**src/obj_pkg.sv**
```systemverilog
// ==========================================================
// obj_pkg
// sprite attribute RAM layout, sprite counts, priority
// bucket sizes and the FSM encodings of the sprite engine
// ==========================================================
package obj_pkg;

    localparam int NUM_SPRITES      = 256;
    localparam int NUM_PRI          = 16;
    localparam int PRI_DEPTH        = 256;  // entries per priority bucket
    localparam int WORDS_PER_SPRITE = 4;

    typedef logic [7:0]  spr_idx_t;
    typedef logic [3:0]  pri_t;
    typedef logic [9:0]  ram_addr_t;
    typedef logic [15:0] ram_word_t;
    typedef logic [3:0]  size_t;      // tile count minus one
    typedef logic [8:0]  pos_t;
    typedef logic [5:0]  pal_t;
    typedef logic [14:0] tile_num_t;

    // word 0, flags, priority and palette
    localparam int W0_ACTIVE = 15;
    localparam int W0_YFLIP  = 13;
    localparam int W0_XFLIP  = 12;
    localparam int W0_PRI_HI = 11;
    localparam int W0_PRI_LO = 8;
    localparam int W0_PAL_HI = 7;
    localparam int W0_PAL_LO = 2;
    // word 1, tile number
    localparam int W1_TILE_HI = 14;
    localparam int W1_TILE_LO = 0;
    // words 2 and 3 share one layout for x and y
    localparam int W2_XPOS_HI  = 15;
    localparam int W2_XPOS_LO  = 7;
    localparam int W2_XSIZE_HI = 3;
    localparam int W2_XSIZE_LO = 0;
    localparam int W3_YPOS_HI  = 15;
    localparam int W3_YPOS_LO  = 7;
    localparam int W3_YSIZE_HI = 3;
    localparam int W3_YSIZE_LO = 0;

    typedef enum logic [2:0] {
        IDLE, SCAN_ADDR, SCAN_WAIT, SCAN_TEST, DRAW
    } scan_state_t;

    typedef enum logic [2:0] {
        POP, ATTR_A, ATTR_B, ATTR_WAIT, SETUP, FETCH, PLOT, DONE
    } draw_state_t;

    // word address of one attribute word of a sprite
    function automatic ram_addr_t attr_addr(input spr_idx_t idx, input logic [1:0] word);
        return ram_addr_t'(idx) * ram_addr_t'(WORDS_PER_SPRITE) + ram_addr_t'(word);
    endfunction

endpackage

```
**src/video_pkg.sv**
```systemverilog
// ==========================================================
// video_pkg
// line and pixel geometry, output pixel format and the
// graphics slice widths of the sprite engine
// ==========================================================
package video_pkg;

    localparam int LINE_W   = 320;  // visible pixels per line
    localparam int POS_WRAP = 512;  // positions and line buffer wrap here

    typedef logic [8:0]  line_t;     // line or column number
    typedef logic [3:0]  code_t;     // colour code, 0 is transparent

    // priority 14:11, bit 10 zero, palette 9:4, code 3:0
    typedef logic [14:0] pixel_t;

    // eight 4-bit pixels, leftmost pixel in the low nibble
    typedef logic [31:0] slice_t;
    typedef logic [15:0] tile_offs_t;

endpackage

```
**src/obj_line_scan.sv**
```systemverilog
// ==========================================================
// obj_line_scan
// per-line sequencer of the sprite engine. On the end of
// hblank it walks all sprite slots, runs the vertical hit
// test, pushes hits into the priority queue and then hands
// the attribute RAM ports to the drawer
// ==========================================================
module obj_line_scan
    import obj_pkg::*;
    import video_pkg::*;
(
    input  logic      CLK96,
    input  logic      RESET96,
    input  logic      hb_i,
    input  line_t     vrender_i,
    input  pos_t      scroll_y_i,
    input  ram_word_t ram_dout_a_i,
    input  ram_word_t ram_dout_b_i,
    input  ram_addr_t draw_addr_a_i,
    input  ram_addr_t draw_addr_b_i,
    input  logic      draw_done_i,
    output ram_addr_t ram_addr_a_o,
    output ram_addr_t ram_addr_b_o,
    output logic      push_o,
    output pri_t      push_pri_o,
    output spr_idx_t  push_idx_o,
    output logic      clear_o,
    output logic      draw_start_o
);

scan_state_t state;
logic        hb_q;
spr_idx_t    spr;       // slot under test
line_t       vline;     // line being rendered
logic        any_hit;
pos_t        dy;
logic [7:0]  height;
logic        hit;

// distance from the sprite top, wraps at 512
assign dy     = vline - ram_dout_b_i[W3_YPOS_HI:W3_YPOS_LO] - scroll_y_i;
assign height = {({1'b0, ram_dout_b_i[W3_YSIZE_HI:W3_YSIZE_LO]} + 5'd1), 3'b000};
assign hit    = ram_dout_a_i[W0_ACTIVE] && (dy < {1'b0, height});

assign push_o     = (state == SCAN_TEST) && hit;
assign push_pri_o = ram_dout_a_i[W0_PRI_HI:W0_PRI_LO];
assign push_idx_o = spr;

// word 0 on port a, word 3 on port b while scanning
assign ram_addr_a_o = (state == DRAW) ? draw_addr_a_i : attr_addr(spr, 2'd0);
assign ram_addr_b_o = (state == DRAW) ? draw_addr_b_i : attr_addr(spr, 2'd3);

always_ff @(posedge CLK96 or posedge RESET96) begin
    if (RESET96) begin
        state        <= IDLE;
        hb_q         <= 1'b0;
        spr          <= '0;
        vline        <= '0;
        any_hit      <= 1'b0;
        clear_o      <= 1'b0;
        draw_start_o <= 1'b0;
    end else begin
        hb_q         <= hb_i;
        clear_o      <= 1'b0;
        draw_start_o <= 1'b0;
        case (state)
            IDLE: begin
                if (hb_q && !hb_i) begin  // end of hblank
                    vline   <= vrender_i;
                    spr     <= '0;
                    any_hit <= 1'b0;
                    clear_o <= 1'b1;
                    state   <= SCAN_ADDR;
                end
            end
            SCAN_ADDR: state <= SCAN_WAIT;
            SCAN_WAIT: state <= SCAN_TEST;    // RAM data valid from here
            SCAN_TEST: begin
                any_hit <= any_hit | hit;
                if (spr == spr_idx_t'(NUM_SPRITES - 1)) begin
                    if (any_hit || hit) begin
                        draw_start_o <= 1'b1;
                        state        <= DRAW;
                    end else begin
                        state <= IDLE;        // nothing on this line
                    end
                end else begin
                    spr   <= spr + 1'b1;
                    state <= SCAN_ADDR;
                end
            end
            DRAW: begin
                if (draw_done_i) state <= IDLE;
            end
            default: state <= IDLE;
        endcase
    end
end

endmodule

```
**config.mk**
```make
export PLATFORM = sky130hd
export DESIGN_NAME = obj_line_scan
export DESIGN_NICKNAME = d
export VERILOG_FILES = /design/src/obj_pkg.sv /design/src/video_pkg.sv /design/src/obj_line_scan.sv
export SDC_FILE = /design/constraint.sdc
export NUM_CORES = 1
export LEC_CHECK = 0
export BUFFER_PORTS_ARGS = -buffer_cell sky130_fd_sc_hd__buf_2
export CELL_PAD_IN_SITES_DETAIL_PLACEMENT = 2
export CELL_PAD_IN_SITES_GLOBAL_PLACEMENT = 2
export CORE_UTILIZATION = 26
export CTS_BUF_LIST = sky130_fd_sc_hd__clkbuf_16
export DETAILED_ROUTE_END_ITERATION = 7
export GPL_ROUTABILITY_DRIVEN = 0
export PLACE_DENSITY = 0.93
export RECOVER_POWER = 50
export SYNTH_ARGS = -nofsm -noshare
export SYNTH_HDL_FRONTEND = slang
export SYNTH_SLANG_ARGS = --single-unit
```
**constraint.sdc**
```tcl
create_clock -name CLK96 -period 6.9 [get_ports CLK96]
set_input_delay 0.345 -clock CLK96 [delete_from_list [all_inputs] [get_ports CLK96]]
set_output_delay 0.345 -clock CLK96 [all_outputs]
set_load 0.1 [all_outputs]
```
# [Yosys cells after proc, flatten, opt, wreduce, memory -nomap -nowiden]
# Index checks and enable logic that the tools add are counted.
[word_totals] register_bits=24 inputBits=74 output_inout_bits=35 word_cells=50
[classes] add_sub_neg=5 order_cmp=1 eq_ne=8 muxes=17 bitwise=1 reduce_logical=11
[ops] cell="two-way mux 10 bit" count=2
[ops] cell="subtractor 9 bit" count=2
[ops] cell="two-way mux 8 bit" count=2
[ops] cell="case mux 8 bit (2 select lines)" count=1
[ops] cell="case mux 3 bit (5 select lines)" count=1
[ops] cell="two-way mux 3 bit" count=4
[ops] cell="adder 10 x 2 -> 10 bit (second input constant)" count=1
[ops] cell="less-than comparator 9 x 8 -> 1 bit" count=1
[ops] cell="adder 8 x 1 -> 8 bit (second input constant)" count=1
[ops] cell="== test 8 bit (second input constant)" count=1
[ops] cell="== test 3 x 2 -> 1 bit (second input constant)" count=2
[ops] cell="two-way mux 1 bit" count=6
[ops] cell="!= test 2 bit (second input constant)" count=3
[ops] cell="AND reduction 2 bit" count=3
[ops] cell="adder 4 x 1 -> 5 bit (second input constant)" count=1
[ops] cell="== test 3 x 1 -> 1 bit (second input constant)" count=1
[ops] cell="== test 3 bit (second input constant)" count=1
[ops] cell="logical AND 1 bit" count=3
[ops] cell="logical NOT 3 bit" count=1
[ops] cell="AND reduction 3 bit" count=1
[ops] cell="case mux 1 bit (2 select lines)" count=1
[ops] cell="nonzero test 2 bit" count=1
[ops] cell="logical NOT 1 bit" count=1
[ops] cell="logical OR 1 bit" count=1
[ops] cell="OR 1 bit" count=1

# [Logic depth before layout (Yosys ltp)]
[depth] depth_word=8 depth_mapped=14 mapped_depth_nobuf=14

# [Worst setup path before layout]
# OpenSTA, ideal clock, no wires.
[synth_path] path_kind="input port to output port" startpoint="input scroll_y_i[3]" endpoint="output push_o" arrival_time_ns=3.162 required_time_ns=6.555 path_slack_ns=3.393 cell_stages=13 n_path_buf=0 cell_sequence="inv_1 fa_1 ha_1 a21o_1 a22o_1 o21a_1 nor2_1 xnor2_1 ha_1 nand4_1 o21ba_2 a211oi_2 and3_4"
[synth_via] elab_chain_len=4
[synth_lines] item="from (decl)" line="obj_line_scan.sv:16" source="input pos_t scroll_y_i,"
[synth_lines] item="subtractor 9 bit" line="obj_line_scan.sv:41" source="assign dy = vline - ram_dout_b_i[W3_YPOS_HI:W3_YPOS_LO] - scroll_y_i;"
[synth_lines] item="less-than comparator 9 x 8 -> 1 bit" line="obj_line_scan.sv:43" source="assign hit = ram_dout_a_i[W0_ACTIVE] && (dy < {1'b0, height});"
[synth_lines] item="logical AND 1 bit" line="obj_line_scan.sv:43"
[synth_lines] item="logical AND 1 bit" line="obj_line_scan.sv:45" source="assign push_o = (state == SCAN_TEST) && hit;"
[synth_lines] item="to (decl)" line="obj_line_scan.sv:24" source="output logic push_o,"
# No other way between the ends.

# [Final worst setup path]
[layout_path] startpoint="register vline[4]" endpoint="output push_o"
[layout_via] elab_chain_len=5
[layout_lines] item="from (decl)" line="obj_line_scan.sv:34" source="line_t vline;"
[layout_lines] item="from (signal assigned)" line="obj_line_scan.sv:69" source="vline <= vrender_i;"
[layout_lines] item="subtractor 9 bit (2 in series)" line="obj_line_scan.sv:41"
[layout_lines] item="less-than comparator 9 x 8 -> 1 bit" line="obj_line_scan.sv:43"
[layout_lines] item="logical AND 1 bit" line="obj_line_scan.sv:43"
[layout_lines] item="logical AND 1 bit" line="obj_line_scan.sv:45"
# No other way between the ends.

==> flow_summary.toml <==
[grt]
grt_pass1_vias = 2072
grt_pass1_wl_um = 9640
grt_antenna_before_repair = 0
grt_max_degree = 25
grt_usage_pct = 16.3
overflow = 0

[yosys]
ys_ff_latch = 24
synth_flop_cell = "dfrtp_1"
synthCells = 219
synthesis.area_um2 = 1930
yosys_warnings = 0
async_flop_share_pct = 100
synth.net_count = 314
ys_seq_area_share_pct = 31.1
synth_edf_count = 0
synth_area_per_cell_um2 = 8.82
synth_cell_types = 40

[sta]
layout_setup_ws_ps = 2600
relSlewSlack_pct = 19.5
rsz0062_at_grt = "no"
hold_ws_ps = 197
setup_viol = 0
slew_viol_final = 0
period_share_pct = 62.3
max_freq_mhz = 233
worst_slew_pin_slew_ps = 1210
hold_viol_final = 0
final.min_clock_period_ps = 4300
fin_setup_tns_ps = 0
finClkSkew_ps = 5.57

[routing]
finalWirelength_um = 6000
postRouteAntennaNets = 0
vias_per_cell = 4.65
vias = 1861
dr.pass1.iters = 3
wire_per_inst_um = 15.0
drt_iter0_drc = 59
drc = 0

[clock_network]
cts_tree = "done"
postCtsSetupBuffers = 0
cts_made_buffers = 3
clk_pin_slew_worst_paths_ps = 70
cts_buffer_depth = 2
postCtsHoldBufs = 0
cts-root-buf = "clkbuf_16"
clk-insertion-delay-late_ps = 260
clkSinkCount = 24
post_cts_resized = 0
ctsHtreeMaxLevel = 1

[cells_and_area]
design_area_um2 = 2480
fill_cells = 885
drive_gt1_share_pct = 31.9
num_antenna_cells = 0
multi_input_area_um2 = 1170
regArea_um2 = 601
areaGrowthSynthToFinish_pct = 28.2
num-nets-final = 398
final_common_cell = "buf_2"
layout_common_cells = "78 x buf_2, 45 x nand2_1, 24 x dfrtp_1"

[placed_design]
placed_area_um2 = 2430
port-buffer-count = 86
preCtsSetupSlack_ps = 2730
dpl.hpwl_um = 4970

[die]
die_area_um2 = 7780
ios = 109
num_rows = 31
core_um2 = 7210
start_util_pct = 26.8
die-height_um = 88.2
die-width_um = 88.2

[setup_path]
required_ps = 6550
crit_fanout = 6
start_kind = "register"
arrival_ps = 3960
crit_path_top_delay_cell = "fa_1"
cpMostUsedCell = "ha_1"
worstSetupPathType = "reg -> out"
crit_chain = "fa_1 -> ha_1 -> and3_1 -> a22o_1 -> nor2_1 -> o21ai_0 -> xor2_1 -> ha_1 -> nand4_1 -> o21ba_2 -> a211oi_2 -> and3_4 -> buf_2"
end_kind = "output pin"
slowest_delay_ps = 450

[hold_path]
hp-class = "in -> reg"

[status]
status = "complete, no violations"

[run]
maxCapViolations = 0
[layer usage]
layer  vias up  GRT usage, %  wire length (um)
met1       924          16.9              2330
met5         -             0                 0
met3         4          2.83               204
li1        889             -                 -
met4         0          2.64                44
met2        44          33.8              3430
[flip-flops by register name, indices dropped and copies added, names as in the netlist]
name          flops
any_hit           1
clear_o           1
draw_start_o      1
hb_q              1
push_idx_o        8
state             3
vline             9
[stage by stage]
step / std cells / util, %
after floorplan: 219 / -
after global placement: 397 / 33.7
after detailed placement: 397 / 33.7
after CTS: 400 / 34.7
after global routing: 400 / 34.3
final: 400 / 34.3
[final cells by class]
cell class	count	area share, %
inverter	23	3.48
sequential	24	24.2
multi-input combinational	164	47.1
tap	99	5.00
timing repair buffer	87	17.1
clock buffer	3	3.03
[critical path: cells and delay by family (launching register included)]
family / cells / cell delay, ps
flip-flops: 1 / 400
buffers and inverters: 1 / 420
XOR/XNOR: 1 / 210
AND/OR/NAND/NOR: 4 / 580
adder cells (fa/ha/maj): 3 / 1070
AO/OA/AOI/OAI: 4 / 990
[cell families (layout without fill, tap and decap cells)]
kind of cell,after synthesis,after routing,synth area share [%]
AND/OR/NAND/NOR,90,90,22.2
AO/OA/AOI/OAI,31,31,11.5
buffers and inverters,31,113,7.71
flip-flops,24,24,31.1
adder cells (fa/ha/maj),21,21,16.3
XOR/XNOR,13,13,5.89
multiplexers,9,9,5.25
[cell usage after synthesis, types with 4 or more instances]
library cell	count	area [um^2]
and3_1	6	37.5
dfrtp_1	24	601
mux2_2	9	101
xnor2_1	9	78.8
o21ai_0	8	40.0
nor3_1	4	20.0
ha_1	14	175
buf_4	4	30.0
nand3_1	6	30.0
nor2_1	15	56.3
inv_1	23	86.3
a21oi_1	4	20.0
xor2_1	4	35.0
fa_1	7	140
nand2_1	45	169
[path summary, 6_finish.rpt]
kind	startpoint	endpoint	depth (start not counted)	slack [ps]
max in group asynchronous	RESET96	any_hit	2	5980
setup / recovery	vline[4]	push_o	13	2600
setup reg to reg	vline[4]	state[2]	13	3420
min in group asynchronous	RESET96	vline[4]	2	320
hold / removal	hb_i	hb_q	1	200
hold reg to reg	vline[0]	vline[0]	1	530
Power is left out: the tool's default activity adds up to more than one toggle a clock period on the data nets, which glitch-free logic cannot reach.
