File: src/obj_pkg.sv
// ==========================================================
// obj_pkg
// sprite attribute RAM layout, sprite counts, priority
// bucket sizes and the FSM encodings of the sprite engine
// ==========================================================
package obj_pkg;

    localparam int NUM_SPRITES      = 256;
    localparam int NUM_PRI          = 16;
    localparam int PRI_DEPTH        = 256;  // entries per priority bucket
    localparam int WORDS_PER_SPRITE = 4;

    typedef logic [7:0]  spr_idx_t;
    typedef logic [3:0]  pri_t;
    typedef logic [9:0]  ram_addr_t;
    typedef logic [15:0] ram_word_t;
    typedef logic [3:0]  size_t;      // tile count minus one
    typedef logic [8:0]  pos_t;
    typedef logic [5:0]  pal_t;
    typedef logic [14:0] tile_num_t;

    // word 0, flags, priority and palette
    localparam int W0_ACTIVE = 15;
    localparam int W0_YFLIP  = 13;
    localparam int W0_XFLIP  = 12;
    localparam int W0_PRI_HI = 11;
    localparam int W0_PRI_LO = 8;
    localparam int W0_PAL_HI = 7;
    localparam int W0_PAL_LO = 2;
    // word 1, tile number
    localparam int W1_TILE_HI = 14;
    localparam int W1_TILE_LO = 0;
    // words 2 and 3 share one layout for x and y
    localparam int W2_XPOS_HI  = 15;
    localparam int W2_XPOS_LO  = 7;
    localparam int W2_XSIZE_HI = 3;
    localparam int W2_XSIZE_LO = 0;
    localparam int W3_YPOS_HI  = 15;
    localparam int W3_YPOS_LO  = 7;
    localparam int W3_YSIZE_HI = 3;
    localparam int W3_YSIZE_LO = 0;

    typedef enum logic [2:0] {
        IDLE, SCAN_ADDR, SCAN_WAIT, SCAN_TEST, DRAW
    } scan_state_t;

    typedef enum logic [2:0] {
        POP, ATTR_A, ATTR_B, ATTR_WAIT, SETUP, FETCH, PLOT, DONE
    } draw_state_t;

    // word address of one attribute word of a sprite
    function automatic ram_addr_t attr_addr(input spr_idx_t idx, input logic [1:0] word);
        return ram_addr_t'(idx) * ram_addr_t'(WORDS_PER_SPRITE) + ram_addr_t'(word);
    endfunction

endpackage

File: src/video_pkg.sv
// ==========================================================
// video_pkg
// line and pixel geometry, output pixel format and the
// graphics slice widths of the sprite engine
// ==========================================================
package video_pkg;

    localparam int LINE_W   = 320;  // visible pixels per line
    localparam int POS_WRAP = 512;  // positions and line buffer wrap here

    typedef logic [8:0]  line_t;     // line or column number
    typedef logic [3:0]  code_t;     // colour code, 0 is transparent

    // priority 14:11, bit 10 zero, palette 9:4, code 3:0
    typedef logic [14:0] pixel_t;

    // eight 4-bit pixels, leftmost pixel in the low nibble
    typedef logic [31:0] slice_t;
    typedef logic [15:0] tile_offs_t;

endpackage

File: src/obj_tile_draw.sv
// ==========================================================
// obj_tile_draw
// sprite drawer. Pops queued sprites, re-reads their
// attributes, fetches one 8-pixel slice per tile column and
// plots the opaque pixels into the line buffer
// ==========================================================
module obj_tile_draw
    import obj_pkg::*;
    import video_pkg::*;
(
    input  logic       CLK96,
    input  logic       RESET96,
    input  logic       draw_start_i,
    input  spr_idx_t   pop_idx_i,
    input  pri_t       pop_pri_i,
    input  logic       empty_i,
    input  ram_word_t  ram_dout_a_i,
    input  ram_word_t  ram_dout_b_i,
    input  line_t      vrender_i,
    input  pos_t       scroll_x_i,
    input  pos_t       scroll_y_i,
    input  logic       gfx_ok_i,
    input  slice_t     gfx_data_i,
    output logic       pop_o,
    output ram_addr_t  draw_addr_a_o,
    output ram_addr_t  draw_addr_b_o,
    output logic       draw_done_o,
    output logic       gfx_cs_o,
    output tile_num_t  tile_num_o,
    output tile_offs_t tile_offs_o,
    output logic       wr_en_o,
    output line_t      wr_addr_o,
    output pixel_t     wr_pixel_o
);

draw_state_t state;
logic        xflip;
logic        yflip;
pal_t        pal;
pos_t        sx;          // scrolled x of the left edge
size_t       xsize;
size_t       ysize;
size_t       col;         // tile column being drawn
pos_t        dy;          // line within sprite, from the top
logic [6:0]  line_in;
tile_offs_t  row_base;
slice_t      slice;
logic [2:0]  cnt;
logic [2:0]  tx;
pos_t        colx;
line_t       pix_x;
code_t       nib;

assign pop_o    = (state == POP);
assign gfx_cs_o = (state == FETCH);  // held until the ack, low the cycle after

// words 0/1 in ATTR_A, words 2/3 in ATTR_B
assign draw_addr_a_o = attr_addr(pop_idx_i, (state == ATTR_A) ? 2'd0 : 2'd2);
assign draw_addr_b_o = attr_addr(pop_idx_i, (state == ATTR_A) ? 2'd1 : 2'd3);

// yflip counts from the bottom edge
assign line_in     = yflip ? {ysize, 3'b111} - dy[6:0] : dy[6:0];
assign tile_offs_o = row_base + {col, 5'b00000};

// with xflip the column order and the pixel order are both mirrored
assign colx  = sx + {(xflip ? xsize - col : col), 3'b000};
assign tx    = xflip ? ~cnt : cnt;
assign nib   = slice[{tx, 2'b00} +: 4];
assign pix_x = colx + cnt;               // wraps at 512

always_ff @(posedge CLK96 or posedge RESET96) begin
    if (RESET96) begin
        state       <= DONE;
        draw_done_o <= 1'b0;
        wr_en_o     <= 1'b0;
        col         <= '0;
        cnt         <= '0;
    end else begin
        draw_done_o <= 1'b0;
        wr_en_o     <= (state == PLOT) && (nib != '0) && (pix_x < LINE_W);
        case (state)
            DONE: begin
                if (draw_start_i) state <= POP;
            end
            POP: state <= ATTR_A;
            ATTR_A: begin                  // queue answer valid now
                if (empty_i) begin
                    draw_done_o <= 1'b1;
                    state       <= DONE;
                end else begin
                    state <= ATTR_B;
                end
            end
            ATTR_B:    state <= ATTR_WAIT;
            ATTR_WAIT: state <= SETUP;
            SETUP: begin
                col   <= '0;
                state <= FETCH;
            end
            FETCH: begin
                if (gfx_ok_i) begin
                    cnt   <= '0;
                    state <= PLOT;
                end
            end
            PLOT: begin
                cnt <= cnt + 1'b1;
                if (cnt == 3'd7) begin
                    if (col == xsize) begin
                        state <= POP;      // sprite finished
                    end else begin
                        col   <= col + 1'b1;
                        state <= FETCH;
                    end
                end
            end
            default: state <= DONE;
        endcase
    end
end

always_ff @(posedge CLK96) begin
    case (state)
        ATTR_B: begin
            xflip      <= ram_dout_a_i[W0_XFLIP];
            yflip      <= ram_dout_a_i[W0_YFLIP];
            pal        <= ram_dout_a_i[W0_PAL_HI:W0_PAL_LO];
            tile_num_o <= ram_dout_b_i[W1_TILE_HI:W1_TILE_LO];
        end
        ATTR_WAIT: begin
            sx    <= ram_dout_a_i[W2_XPOS_HI:W2_XPOS_LO] + scroll_x_i;
            xsize <= ram_dout_a_i[W2_XSIZE_HI:W2_XSIZE_LO];
            ysize <= ram_dout_b_i[W3_YSIZE_HI:W3_YSIZE_LO];
            dy    <= vrender_i - ram_dout_b_i[W3_YPOS_HI:W3_YPOS_LO] - scroll_y_i;
        end
        SETUP: begin
            // tile row times sprite width in tiles, 32 words per tile
            row_base <= line_in[6:3] * ({1'b0, xsize} + 5'd1) * 16'd32
                        + {line_in[2:0], 2'b00};
        end
        FETCH: begin
            if (gfx_ok_i) slice <= gfx_data_i;
        end
        default: ;
    endcase
    wr_addr_o  <= pix_x;
    wr_pixel_o <= {pop_pri_i, 1'b0, pal, nib};
end

endmodule

File: config.mk
export PLATFORM = sky130hd
export DESIGN_NAME = obj_tile_draw
export DESIGN_NICKNAME = d
export VERILOG_FILES = /design/src/obj_pkg.sv /design/src/video_pkg.sv /design/src/obj_tile_draw.sv
export SDC_FILE = /design/constraint.sdc
export NUM_CORES = 1
export LEC_CHECK = 0
export ABC_CLOCK_PERIOD_IN_PS = 4600
export BUFFER_PORTS_ARGS = -buffer_cell sky130_fd_sc_hd__buf_2
export CAP_MARGIN = 20
export CORE_ASPECT_RATIO = 1.2
export CORE_UTILIZATION = 27
export DETAILED_ROUTE_END_ITERATION = 8
export SLEW_MARGIN = 20
export SYNTH_ARGS = -nofsm -noshare
export SYNTH_HDL_FRONTEND = slang
export SYNTH_SLANG_ARGS = --single-unit
File: constraint.sdc
create_clock -name CLK96 -period 4.6 [get_ports CLK96]
set_input_delay 0.92 -clock CLK96 [delete_from_list [all_inputs] [get_ports CLK96]]
set_output_delay 0.92 -clock CLK96 [all_outputs]
set_load 0.1 [all_outputs]
**After elaboration in Yosys (flattened, before gate mapping)**

Cells that the tools add are included.

- Register bits after elaboration: 130
- Output and inout bits: 79
- Word-level logic and storage cells: 76

- Add/sub/neg operators: 14
- $mul: 1
- Order comparisons: 1
- Eq/ne operators: 13
- Shift-type cells: 1
- Multiplexer cells: 18
- Bitwise operators: 1
- Reduce and logical (&&, ||, !) cells: 10

Operator list:

| operator | number |
|---|---|
| $shiftx A32 B6 Y4 | 1 |
| $pmux W3 S8 | 1 |
| $mux W3 | 7 |
| $sub A7 B7 Y7 | 3 |
| $add A10 B2 Y10 | 2 |
| $add A16 B9 Y16 | 1 |
| $add A14 B5 Y15 | 1 |
| $eq A3 B3 Y1 const B | 5 |
| $mux W4 | 3 |
| $add A9 B3 Y9 | 1 |
| $add A9 B7 Y9 | 1 |
| $add A9 B9 Y9 | 1 |
| $lt A9 B9 Y1 const B | 1 |
| $mul A4 B5 Y9 | 1 |
| $pmux W4 S2 | 1 |
| $mux W7 | 1 |
| $eq A3 B2 Y1 const B | 2 |
| $ne A2 B2 Y1 const B | 3 |
| $pmux W3 S2 | 1 |
| $reduce_and A3 Y1 | 2 |
| $add A4 B1 Y5 const B | 1 |
| $add A4 B1 Y4 const B | 1 |
| $eq A4 B4 Y1 | 1 |
| $mux W2 | 2 |
| 11 further kinds | 15 |

**Logic depth before layout (Yosys ltp)**

- Word-level depth: 6
- Gate-level depth with buffers: 19

**Worst setup path after synthesis**

OpenSTA, ideal clock, no wires.

- Kind: flip-flop to flip-flop
- Start point: reg ysize[1]
- End point: reg row_base[13] (data pin)
- Setup time: 0.258 ns
- Data arrival time: 3.915 ns
- Required time: 4.342 ns
- Path slack: 0.427 ns
- Cell stages (with the launch flop): 19
- Buffers on the path: 0
- Clock period less this slack: 4.173 ns
- Path through: edfxtp_1 ha_1 nor2b_1 o21ai_0 nor3b_1 o21ai_0 xor2_1 or2_2 fa_1 inv_1 fa_1 inv_1 fa_1 inv_1 a21o_1 a21oi_1 o21bai_1 a21oi_1 xnor2_1

- Word-level cells in the longest chain between the ends: 4

Ends and longest elaborated chain:

| what | line | text |
|---|---|---|
| start: declaration | obj_tile_draw.sv:42 | `size_t ysize;` |
| start signal: assignment | obj_tile_draw.sv:133 | `ysize <= ram_dout_b_i[W3_YSIZE_HI:W3_YSIZE_LO];` |
| $sub A7 B7 Y7 | obj_tile_draw.sv:62 | `assign line_in = yflip ? {ysize, 3'b111} - dy[6:0] : dy[6:0];` |
| $mux W7 | obj_tile_draw.sv:62 |  |
| $mul A4 B5 Y9 | obj_tile_draw.sv:138 | `row_base <= line_in[6:3] * ({1'b0, xsize} + 5'd1) * 16'd32` |
| $add A14 B5 Y15 | obj_tile_draw.sv:139 | `+ {line_in[2:0], 2'b00};` |
| end signal: assignment | obj_tile_draw.sv:138 |  |
| end: declaration | obj_tile_draw.sv:46 | `tile_offs_t row_base;` |

Every way passes these cells.
A chain may end at the register's enable or synchronous reset.

**Worst setup path after layout**

- Start point: reg dy[4]
- End point: reg row_base[13] (data pin)

- Word-level cells in the longest chain between the ends: 4

Ends and longest elaborated chain:

| what | line | text |
|---|---|---|
| start: declaration | obj_tile_draw.sv:44 | `pos_t dy;` |
| start signal: assignment | obj_tile_draw.sv:134 | `dy <= vrender_i - ram_dout_b_i[W3_YPOS_HI:W3_YPOS_LO] - scroll_y_i;` |
| $sub A7 B7 Y7 | obj_tile_draw.sv:62 |  |
| $mux W7 (*) | obj_tile_draw.sv:62 |  |
| $mul A4 B5 Y9 (*) | obj_tile_draw.sv:138 |  |
| $add A14 B5 Y15 (*) | obj_tile_draw.sv:139 |  |

Mark *: on every way between the ends. The rest lies on a longest branch, timed or not.

==> impl_metrics.py <==
metrics = {
    "route": {
        "drc": 0,
        "wl_per_cell_um": 13.7,
        "vias": 4318,
        "drtPass1Iterations": 4,
        "viasPerCell": 4.21,
        "initialDrtViolationCount": 107,
        "routed_wl_um": 14000,
        "antenna_left": 0,
    },
    "clock_network": {
        "clk_pin_slew_ns": 0.06,
        "hold_buffers": 0,
        "cts_root_buf": "clkbuf_16",
        "htreeDepth": 4,
        "clk_latency_ns": 0.42,
        "cts_tree": "done",
        "cts_made_buffers": 17,
        "cts_num_sinks": 126,
        "clock_path_buffers": 2,
    },
    "place": {
        "dpl.hpwl_um": 10800,
        "gp_congestion": 0.768,
        "port_buffers": 151,
    },
    "power": {
        "total_power_mw": 5.72,
        "cellPowerDensity_mw_per_mm2": 679,
        "p_leak_nw": 3.60,
        "peakVddDrop_uv": 265,
    },
    "floorplanning": {
        "die_h_um": 176,
        "rows": 63,
        "die_x_um": 147,
        "coreArea_mm2": 0.0248,
        "dieArea_mm2": 0.0258,
        "io_pins": 187,
        "start_util": 0.275,
    },
    "run_status": {
        "status": "finished clean",
    },
    "timing": {
        "fmax_mhz": 236,
        "rsz0062_at_grt": "false",
        "report.final.slew_viol_count": 0,
        "period_share": 0.923,
        "worst_slew_pin_slew_ns": 0.957,
        "fin_crit_ns": 4.24,
        "relSlewSlack": 0.362,
        "skew_ns": 0.00956,
        "tns_ns": 0,
        "hold_viol": 0,
        "setup_viol": 0,
    },
    "global_route": {
        "grt_pass1_wl_um": 22000,
        "antenna_found_initial": 0,
        "grt_util_met2": 0.193,
        "grt_max_degree": 36,
        "track_usage": 0.114,
        "top_usage_layer": "met2",
        "met1_usage": 0.137,
        "grt_pass1_vias": 4200,
        "grt_overflow": 0,
        "grt_use_met3": 0.0252,
    },
    "logic_synthesis": {
        "yosys_warnings": 0,
        "synth_cell_types": 55,
        "synth_edf_count": 91,
        "synthCells": 544,
        "synth.most_common_cell": "edfxtp_1",
        "synth_seq_cells": 126,
        "synth_area_leaders": "edfxtp_1, ha_1, dfxtp_1, fa_1, xnor2_1",
        "synth_area_mm2": 0.00680,
        "synth_top_cell_by_area": "edfxtp_1",
        "synthArstFlopShare": 0.0952,
        "synth-seq-area-share": 0.514,
        "avgSynthCellArea_um2": 12.5,
        "synthFlopType": "edfxtp_1",
        "synth_commonest_cells": "edfxtp_1, inv_1, ha_1",
        "synth_top_cell_area_share": 0.402,
    },
    "worst_setup_path": {
        "critPathCaptureType": "register",
        "cp.arrival_ns": 4.42,
        "critPathMaxFanout": 3,
        "criticalPathCategory": "reg2reg",
        "crit_required_ns": 4.77,
        "start_kind": "register",
    },
    "finish": {
        "num_antenna_cells": 0,
        "area_growth_pct": 24.1,
        "multiInputGateArea_mm2": 0.00287,
        "regArea_mm2": 0.00350,
        "layout-drive-gt1-share": 0.311,
        "fin_nets": 863,
        "fill_cells": 2502,
    },
    "min_path": {
        "hp-class": "reg2reg",
    },
    "job": {
        "maxCapViolCount": 0,
    },
}
==> path summary, 6_finish.rpt <==
check	endpoint	startpoint	slack [ns]	cells past startpoint
worst max-delay path	row_base[13]$_DFFE_PN_	dy[4]$_DFFE_PN_	0.36	19
min in group asynchronous	draw_done_o$_DFF_PP0_	RESET96	0.52	2
worst min-delay path	wr_pixel_o[6]$_DFF_P_	pal[2]$_DFFE_PP_	0.34	0
max in group asynchronous	state[1]$_DFFE_PP1P_	RESET96	3.70	2
worst max register to register	row_base[13]$_DFFE_PN_	dy[4]$_DFFE_PN_	0.36	19
worst min register to register	wr_pixel_o[6]$_DFF_P_	pal[2]$_DFFE_PP_	0.34	0
==> sequential cells by signal (all words and copies together) (netlist names) <==
name         cells
cnt              3
col              4
draw_done_o      1
dy               7
pal              6
row_base        12
slice           32
state            3
sx               9
tile_num_o      15
wr_addr_o        9
wr_en_o          1
wr_pixel_o      14
xflip            1
xsize            4
yflip            1
ysize            4
==> placed cells by master, fill, tap and decap left out, types with 4 or more instances in the layout <==
cell type and n:
buf_4 8, xnor2_1 33, ha_1 50, conb_1 6, fa_1 16, dfrtp_1 9, nand2_1 23, a21oi_1 20
a21boi_0 4, a21o_1 7, clkbuf_16 22, mux4_2 11, xor2_1 14, dfxtp_1 23, edfxtp_1 91, buf_2 151
mux2i_1 7, clkinv_4 5, nor2b_1 11, or2_2 4, nor3_1 6, o21ai_0 18, nor2_1 34, nand2b_1 6
o21bai_1 5, inv_1 50, nand3_1 15
==> worst max-delay path, cell delays in order, from the launching register on <==
cell	delay, ns
edfxtp_1	0.40
inv_2	0.09
ha_1	0.22
nor2b_1	0.12
o21ai_1	0.13
nor3b_2	0.17
o21ai_0	0.11
xor2_1	0.22
or2_2	0.32
fa_1	0.54
inv_1	0.06
fa_1	0.56
inv_1	0.07
fa_2	0.39
inv_1	0.06
a21o_1	0.11
a21oi_1	0.09
o21bai_1	0.14
a21oi_1	0.09
xnor2_1	0.12
==> metal layers <==
| layer | vias to the layer above | routed length [µm] |
|---|---|---|
| li1 | 2173 | - |
| met1 | 2041 | 6090 |
| met2 | 86 | 7230 |
| met3 | 18 | 450 |
| met4 | 0 | 268 |
| met5 | - | 0 |
==> final cells by class <==
type,instances,area share
clock inverters,8,0.0104
inverters,52,0.0234
multi-input cells,332,0.341
flip-flops and latches,126,0.415
repair buffers,159,0.0967
clock buffers,24,0.0662
well taps,325,0.0482
==> power by group <==
part | total, mW | switching [mW] | internal, mW
clock network | 1.42 | 0.514 | 0.911
registers | 1.75 | 0.194 | 1.56
logic | 2.55 | 1.88 | 0.672
==> cells by family after synthesis <==
family | synth area share
xor+xnor | 0.0606
other cells | 0.00110
fa+ha+maj | 0.142
mux | 0.0583
buf+inv | 0.0677
simple gates | 0.0832
flops | 0.514
compound gates | 0.0725
==> through the flow <==
stage,setup WS (ns),hold slack [ns],utilization,instances,instance area (µm²)
floorplan,0.427,0.323,-,548,6810
global placement,0.271,0.324,0.314,991,7760
detailed placement,0.134,0.328,0.314,991,7760
CTS,0.125,0.343,0.340,1023,8410
global route,0.0602,0.353,0.341,1026,8440
finish,0.355,0.340,0.341,1026,8440
==> repair_timing <==
item	in CTS	in global routing
buffers inserted	0	3
resized for setup	0	4
endpoints found under the setup margin	0	2
No activity file was read; power rests on OpenSTA's default activity.
